==> src/logic/corr_pkg.sv <==
`default_nettype none

package corr_pkg;

  localparam int DATA_W      = 16;                    // width of each count
  localparam int TIME_W      = 8;                     // largest window exponent
  localparam int EXP_W       = $clog2(TIME_W + 1);    // holds 0 .. TIME_W
  localparam int INCR_W      = DATA_W - TIME_W;       // weight width

  localparam logic [INCR_W-1:0] INCR_MAX = {INCR_W{1'b1}};

  localparam int CREDITS     = 4;                     // matches sink buffer depth
  localparam int CRED_W      = $clog2(CREDITS + 1);
  localparam int QUEUE_DEPTH = 4;                     // power of two, pointers wrap
  localparam int QPTR_W      = $clog2(QUEUE_DEPTH);
  localparam int SEQ_W       = 8;

  // one finished window
  typedef struct packed {
    logic [DATA_W-1:0] x;
    logic [DATA_W-1:0] y;
    logic [DATA_W-1:0] isect;     // x and y
    logic [DATA_W-1:0] symdiff;   // x xor y
  } corr_counts_t;

  typedef enum logic {
    IDLE,
    RUN
  } timer_state_e;

endpackage

`default_nettype wire

==> src/logic/corr_count_if.sv <==
`timescale 1ns/1ps
`default_nettype none

// finished-window hand-off from the counter block to the result sender.
// there is no ready; the sender has to take or drop every window itself
interface corr_count_if import corr_pkg::*; ();

  logic         done;     // single-cycle pulse, one cycle after the last sample
  corr_counts_t counts;   // full window totals, valid while done is high

  modport source (
    output done,
    output counts
  );

  modport sink (
    input done,
    input counts
  );

endinterface

`default_nettype wire

==> src/logic/corr_count_rect.sv <==
`timescale 1ns/1ps
`default_nettype none

module corr_count_rect import corr_pkg::*; (
  input  wire              i_clk,
  input  wire              i_arst_n,
  input  wire              i_sample,
  input  wire              i_first,
  input  wire              i_last,
  input  wire              i_x,
  input  wire              i_y,
  input  wire [EXP_W-1:0]  i_exp,
  corr_count_if.source     cnt
);

  logic [INCR_W-1:0] incr_d;
  logic [INCR_W-1:0] incr_q;
  logic [DATA_W-1:0] incr;          // weight widened to the count width
  logic [3:0]        hit;           // x, y, isect, symdiff
  logic [DATA_W-1:0] acc_q [4];
  logic              done_q;

  // weight normalises the result across window lengths
  always_comb begin
    if (i_exp == '0) begin
      incr_d = INCR_MAX;
    end else begin
      incr_d = INCR_MAX >> (i_exp - EXP_W'(1));
    end
  end

  // exponent only moves while the timer is idle, so loading every cycle is safe
  always_ff @(posedge i_clk) begin
    incr_q <= incr_d;
  end

  assign incr = {{TIME_W{1'b0}}, incr_q};

  assign hit[0] = i_x;
  assign hit[1] = i_y;
  assign hit[2] = i_x & i_y;
  assign hit[3] = i_x ^ i_y;

  always_ff @(posedge i_clk or negedge i_arst_n) begin
    if (!i_arst_n) begin
      for (int i = 0; i < 4; i++) begin
        acc_q[i] <= '0;
      end
    end else if (i_sample) begin
      for (int i = 0; i < 4; i++) begin
        if (i_first) begin
          acc_q[i] <= hit[i] ? incr : '0;      // first sample replaces the old total
        end else if (hit[i]) begin
          acc_q[i] <= acc_q[i] + incr;         // wraps at DATA_W
        end
      end
    end
  end

  always_ff @(posedge i_clk or negedge i_arst_n) begin
    if (!i_arst_n) begin
      done_q <= 1'b0;
    end else begin
      done_q <= i_last;                        // totals are complete one cycle later
    end
  end

  // accumulators still hold the old window even if a new one starts this cycle
  assign cnt.done           = done_q;
  assign cnt.counts.x       = acc_q[0];
  assign cnt.counts.y       = acc_q[1];
  assign cnt.counts.isect   = acc_q[2];
  assign cnt.counts.symdiff = acc_q[3];

endmodule

`default_nettype wire

==> src/logic/corr_result_sender.sv <==
`timescale 1ns/1ps
`default_nettype none

module corr_result_sender import corr_pkg::*; (
  input  wire               i_clk,
  input  wire               i_arst_n,
  corr_count_if.sink        cnt,
  input  wire               i_res_credit,
  output logic              o_res_valid,
  output corr_counts_t      o_res_counts,
  output logic [SEQ_W-1:0]  o_res_seq,
  output logic              o_overrun
);

  corr_counts_t      q_counts [QUEUE_DEPTH];
  logic [SEQ_W-1:0]  q_seq [QUEUE_DEPTH];
  logic [QPTR_W-1:0] wr_ptr_q;
  logic [QPTR_W-1:0] rd_ptr_q;
  logic [QPTR_W:0]   fill_q;        // entries waiting
  logic [SEQ_W-1:0]  seq_q;         // number of the next finished window
  logic [CRED_W-1:0] credit_q;
  logic              full;
  logic              push;
  logic              pop;

  assign full = (fill_q == (QPTR_W + 1)'(QUEUE_DEPTH));
  assign pop  = (fill_q != '0) && (credit_q != '0);   // send head whenever a credit is held
  assign push = cnt.done && (!full || pop);           // slot freed by pop can be refilled

  assign o_res_valid  = pop;
  assign o_res_counts = q_counts[rd_ptr_q];
  assign o_res_seq    = q_seq[rd_ptr_q];

  always_ff @(posedge i_clk) begin
    if (push) begin
      q_counts[wr_ptr_q] <= cnt.counts;
      q_seq[wr_ptr_q]    <= seq_q;
    end
  end

  always_ff @(posedge i_clk or negedge i_arst_n) begin
    if (!i_arst_n) begin
      wr_ptr_q  <= '0;
      rd_ptr_q  <= '0;
      fill_q    <= '0;
      seq_q     <= '0;
      credit_q  <= CRED_W'(CREDITS);
      o_overrun <= 1'b0;
    end else begin
      if (push) begin
        wr_ptr_q <= wr_ptr_q + QPTR_W'(1);
      end
      if (pop) begin
        rd_ptr_q <= rd_ptr_q + QPTR_W'(1);
      end
      fill_q <= fill_q + (QPTR_W + 1)'(push) - (QPTR_W + 1)'(pop);

      if (cnt.done) begin
        seq_q <= seq_q + 1'b1;            // dropped windows still consume a number
      end
      if (cnt.done && !push) begin
        o_overrun <= 1'b1;                // sticky until reset
      end

      credit_q <= credit_q + CRED_W'(i_res_credit) - CRED_W'(pop);
    end
  end

  // sink must never hand back more credits than it was given
  a_credit_max: assert property (@(posedge i_clk) disable iff (!i_arst_n)
    credit_q <= CRED_W'(CREDITS));

  // out of credit and nothing returned: no send next cycle and the count stays at zero
  a_no_credit_no_send: assert property (@(posedge i_clk) disable iff (!i_arst_n)
    ((credit_q == '0) && !i_res_credit) |=> (!o_res_valid && (credit_q == '0)));

endmodule

`default_nettype wire

==> src/logic/corr_top.sv <==
`timescale 1ns/1ps
`default_nettype none

module corr_top import corr_pkg::*; (
  input  wire               i_clk,
  input  wire               i_arst_n,
  input  wire               i_enable,
  input  wire               i_x,
  input  wire               i_y,
  input  wire  [EXP_W-1:0]  i_window_exp,
  input  wire               i_res_credit,
  output logic              o_res_valid,
  output logic [DATA_W-1:0] o_res_count_x,
  output logic [DATA_W-1:0] o_res_count_y,
  output logic [DATA_W-1:0] o_res_count_isect,
  output logic [DATA_W-1:0] o_res_count_symdiff,
  output logic [SEQ_W-1:0]  o_res_seq,
  output logic              o_overrun
);

  logic             sample;
  logic             first;
  logic             last;
  logic [EXP_W-1:0] win_exp;
  corr_counts_t     res_counts;

  corr_count_if u_cnt_if ();

  corr_window_timer u_timer (
    .i_clk        (i_clk),
    .i_arst_n     (i_arst_n),
    .i_enable     (i_enable),
    .i_window_exp (i_window_exp),
    .o_sample     (sample),
    .o_first      (first),
    .o_last       (last),
    .o_exp        (win_exp)
  );

  corr_count_rect u_count (
    .i_clk    (i_clk),
    .i_arst_n (i_arst_n),
    .i_sample (sample),
    .i_first  (first),
    .i_last   (last),
    .i_x      (i_x),
    .i_y      (i_y),
    .i_exp    (win_exp),
    .cnt      (u_cnt_if.source)
  );

  corr_result_sender u_sender (
    .i_clk        (i_clk),
    .i_arst_n     (i_arst_n),
    .cnt          (u_cnt_if.sink),
    .i_res_credit (i_res_credit),
    .o_res_valid  (o_res_valid),
    .o_res_counts (res_counts),
    .o_res_seq    (o_res_seq),
    .o_overrun    (o_overrun)
  );

  assign o_res_count_x       = res_counts.x;
  assign o_res_count_y       = res_counts.y;
  assign o_res_count_isect   = res_counts.isect;
  assign o_res_count_symdiff = res_counts.symdiff;

endmodule

`default_nettype wire

==> src/logic/corr_window_timer.sv <==
`timescale 1ns/1ps
`default_nettype none

module corr_window_timer import corr_pkg::*; (
  input  wire               i_clk,
  input  wire               i_arst_n,
  input  wire               i_enable,
  input  wire  [EXP_W-1:0]  i_window_exp,
  output logic              o_sample,
  output logic              o_first,
  output logic              o_last,
  output logic [EXP_W-1:0]  o_exp
);

  timer_state_e      state_q;
  logic [EXP_W-1:0]  exp_q;
  logic [TIME_W-1:0] cnt_q;      // samples already taken in this window
  logic [TIME_W:0]   span;       // window length, 2^exp
  logic [TIME_W-1:0] last_idx;   // cnt_q value on the last sample

  assign o_exp    = (state_q == IDLE) ? i_window_exp : exp_q; // follows the input until started
  assign span     = (TIME_W + 1)'(1) << o_exp;
  assign last_idx = TIME_W'(span - 1'b1);

  assign o_sample = i_enable;    // idle cycle with enable is already the first sample
  assign o_first  = o_sample && (cnt_q == '0);
  assign o_last   = o_sample && (cnt_q == last_idx);

  always_ff @(posedge i_clk or negedge i_arst_n) begin
    if (!i_arst_n) begin
      state_q <= IDLE;
      cnt_q   <= '0;
    end else if (i_enable) begin
      state_q <= RUN;                          // no way back to idle except reset
      cnt_q   <= o_last ? '0 : cnt_q + 1'b1;   // disabled cycles hold the count
    end
  end

  // exponent is frozen for the whole run
  always_ff @(posedge i_clk) begin
    if (state_q == IDLE) begin
      exp_q <= i_window_exp;
    end
  end

  // a sample is both first and last exactly when the window is one sample long
  a_first_last_exp0: assert property (@(posedge i_clk) disable iff (!i_arst_n)
    o_sample |-> ((o_first && o_last) == (o_exp == '0)));

endmodule

`default_nettype wire
==> config.mk <==
export PLATFORM = sky130hd
export DESIGN_NAME = corr_top
export DESIGN_NICKNAME = d
export VERILOG_FILES = /design/src/logic/corr_pkg.sv /design/src/logic/corr_count_if.sv /design/src/logic/corr_count_rect.sv /design/src/logic/corr_result_sender.sv /design/src/logic/corr_top.sv /design/src/logic/corr_window_timer.sv
export SDC_FILE = /design/constraint.sdc
export NUM_CORES = 1
export LEC_CHECK = 0
export ABC_CLOCK_PERIOD_IN_PS = 6400
export BUFFER_PORTS_ARGS = -buffer_cell sky130_fd_sc_hd__buf_4
export CORE_AREA = 2 2 188 190
export DETAILED_ROUTE_END_ITERATION = 10
export DIE_AREA = 0 0 190 192
export PLACE_DENSITY_LB_ADDON = 0.12
export RECOVER_POWER = 100
export SETUP_SLACK_MARGIN = 0.05
export SKIP_LAST_GASP = 1
export SLEW_MARGIN = 20
export SYNTH_ARGS = -nofsm -noshare
export SYNTH_HDL_FRONTEND = slang
export SYNTH_SLANG_ARGS = --single-unit
==> constraint.sdc <==
create_clock -name i_clk -period 6.4 [get_ports i_clk]
set_input_delay 0.64 -clock i_clk [delete_from_list [all_inputs] [get_ports i_clk]]
set_output_delay 0.64 -clock i_clk [all_outputs]
set_load 0.02 [all_outputs]
==> run summary <==
Run status: finished with violations
Violated checks: capacitance limit, slew limit
CP top delay family: buffers and inverters
DR vias: 9535
Clk_skew: 0.0199 ns
Remaining antenna violation count after routing: 0
Critical path required time: 5.76 ns
Area grow syn2layout: 13.8%
Synth Area in Compound Gates: 6.50%
Least-Margin Pin Slew: 2.89 ns
Hold-fix buffers, CTS: 1
Static leakage: 0.00702 uW
Die height: 192 um
Core area: 0.0343 mm2
Clk_lat worst skew: 0.53 ns
Syn Inst Count: 1094
Hold Path Class: in2reg
Gp weighted congestion: 0.825
Post-synthesis mux area share: 10.1%
Post-synthesis sequential area ratio: 65.8%
Worst setup margin: 1.55 ns
Max stage delay cell, worst path: clkbuf_1
Netlist cell types: 65
Syn nets: 1163
Power Total: 8300 uW
Area post-placement: 0.0181 mm2
CTS tree: done
Relative max-transition margin: -93.0%
CTS Root Cell: clkbuf_16
Post-synth EDFFs: 288
RSZ-0062 raised after global routing: no
Area of the multi-input gates: 0.00549 mm2
Final hold violations: 0
Synth Area in Simple Gates: 7.59%
Most common cell in the netlist: edfxtp_1
Post-Synth Adder-Cell Area: 4.60%
Min Tclk post-route: 4.85 ns
Ports: 84
Max cap viols: 5
Ant diodes: 0
CP bufs+invs: 2
Worst EP arrival: 4.21 ns
Vias/cell: 5.69
Peak supply drop: 0.240 mV
Synth cell count leaders: edfxtp_1 (288), dfrtp_1 (92), mux4_2 (72), nor2_1 (59), ha_1 (53)
Synth Area per Inst: 15.6 um2
Crit-path cells: clkbuf_1 > mux4_2 > clkbuf_1
Pre-CTS setup slack: 2.84 ns
WL/cell: 20.2 um
Setup Buffers After CTS: 0
Fin crit share: 75.8%
Top cell by count, worst path: clkbuf_1
Die width: 190 um
Clk pin slew, worst setup/hold paths: 0.06 ns
Worst Path Max Fanout: 45
# rows: 68
Crit Path Class: reg2out
IO buf count: 83
Initial antenna violation count: 0
Top cell type's share of synthesized area: 50.7%
Synth area leaders: edfxtp_1 (51%), dfrtp_1 (14%), mux4_2 (9.5%), ha_1 (3.9%), xor2_1 (1.9%)
Largest family of logic cells by synthesized area: multiplexers
Pre-antenna DRT Iters: 4
H-tree depth: 2
Largest net degree at the start of global routing: 76
Final hold slack: 0.355 ns
Worst Setup End Kind: output port
Global-route usage over all layers: 19.3%
# resized after CTS: 0
Filler cells: 2747
Flop and latch count out of synthesis: 393
Final setup violation count: 0
Dominant cell type by area after synthesis: edfxtp_1
Count of final max-slew check failures: 274
Initial Util: 49.7%
Global-route wire length before repair: 54500 um
Grt total ovfl: 0
Startpoint Class: register
Setup_tns: 0 ns
Post-route cell area: 0.0194 mm2
CTS Sinks: 393
Mapped cell area: 0.0170 mm2
DRC: 0
Iter 0 DRT Violations: 608
Post-synthesis async set-or-reset flop share: 23.7%
Routed wire length: 33800 um
Pwr dens: 428 mW/mm2
Die Area: 0.0365 mm2
Top_reg_cell synth: edfxtp_1
Final #Nets: 1257
Peak Freq: 206 MHz
Number of global-route vias before repair: 9697
Post-synthesis xor/xnor area fraction: 3.49%
Layout cells sized above 1: 16.1%
Delay of the slowest critical-path stage: 2.09 ns
Longest Clk Path Bufs: 3
YS warnings: 0
Dpl hpwl: 20600 um
Register area: 0.0112 mm2
Number of buffers created by CTS: 41
==> placed cells by master (no fill, tap or decap), drive strengths merged, types with 12 or more instances in the layout <==
master / n
dfrtp: 92
nand4: 13
xnor2: 32
nor2: 59
nor3: 15
a22o: 16
ha: 53
inv: 39
buf: 45
mux4: 72
and2: 12
o21ai: 44
nand2: 38
edfxtp: 288
xor2: 36
nand3: 38
clkbuf: 101
a21oi: 41
dfxtp: 12
clkinv: 13
or3: 14
==> per-layer routing <==
layer  track usage, %  part of all wire (%)  up-vias
met5                0                     0        -
met4             4.80                   1.6        0
met3             2.81                   4.1       46
met2             31.7                    48      188
met1             27.4                    46     4862
li1                 -                     -     4439
==> kinds of logic after synthesis <==
family,count (synthesis)
compound gates,166
flops,393
xor+xnor,68
fa+ha+maj,59
simple gates,245
buf+inv,82
mux,81
==> sequential cells by signal (all words and copies together), names as in the netlist <==
signal / count
u_sender.fill_q: 3
u_sender.rd_ptr_q: 2
u_sender.q_seq: 32
u_count.incr_q: 8
u_count.cnt.done: 1
u_timer.exp_q: 4
u_count.cnt.counts: 64
u_sender.wr_ptr_q: 2
u_timer.cnt_q: 8
u_sender.o_overrun: 1
u_sender.seq_q: 8
u_sender.credit_q: 3
u_timer.state_q: 1
u_sender.q_counts: 256
==> where the power goes <==
part / internal, uW / switching (uW)
Sequential: 3010 / 431
Combinational: 1120 / 1250
Clock: 1520 / 962
Total: 5660 / 2640
==> final timing paths <==
| kind | startpoint | end | slack (ns) | cells past startpoint |
|---|---|---|---|---|
| worst max-delay path | u_sender.rd_ptr_q[1] | o_res_count_isect[9] | 1.55 | 3 |
| worst min-delay path | i_res_credit | u_sender.credit_q[0] | 0.35 | 2 |
| worst max register to register | u_sender.credit_q[2] | u_sender.q_counts[2][27] | 2.25 | 4 |
| worst min register to register | u_sender.o_overrun | u_sender.o_overrun | 0.48 | 1 |
| max in group asynchronous | i_arst_n | u_sender.rd_ptr_q[1] | 4.26 | 3 |
| min in group asynchronous | i_arst_n | u_sender.wr_ptr_q[1] | 0.85 | 2 |
==> stage by stage <==
step | std cells | utilization (%)
floorplan | 1094 | -
global placement | 1599 | 52.9
detailed placement | 1599 | 52.9
CTS | 1676 | 57.1
global route | 1676 | 56.6
finish | 1676 | 56.6
==> area by class of cell <==
| class | instances | share of cell area (%) |
|---|---|---|
| inverter | 38 | 0.736 |
| multi-input combinational | 619 | 28.3 |
| clock buffer | 52 | 5.93 |
| sequential | 393 | 57.9 |
| timing repair buffer | 95 | 2.79 |
| clock inverter | 24 | 1.45 |
| tap | 455 | 2.94 |
Power figures use the tool's default switching activity.
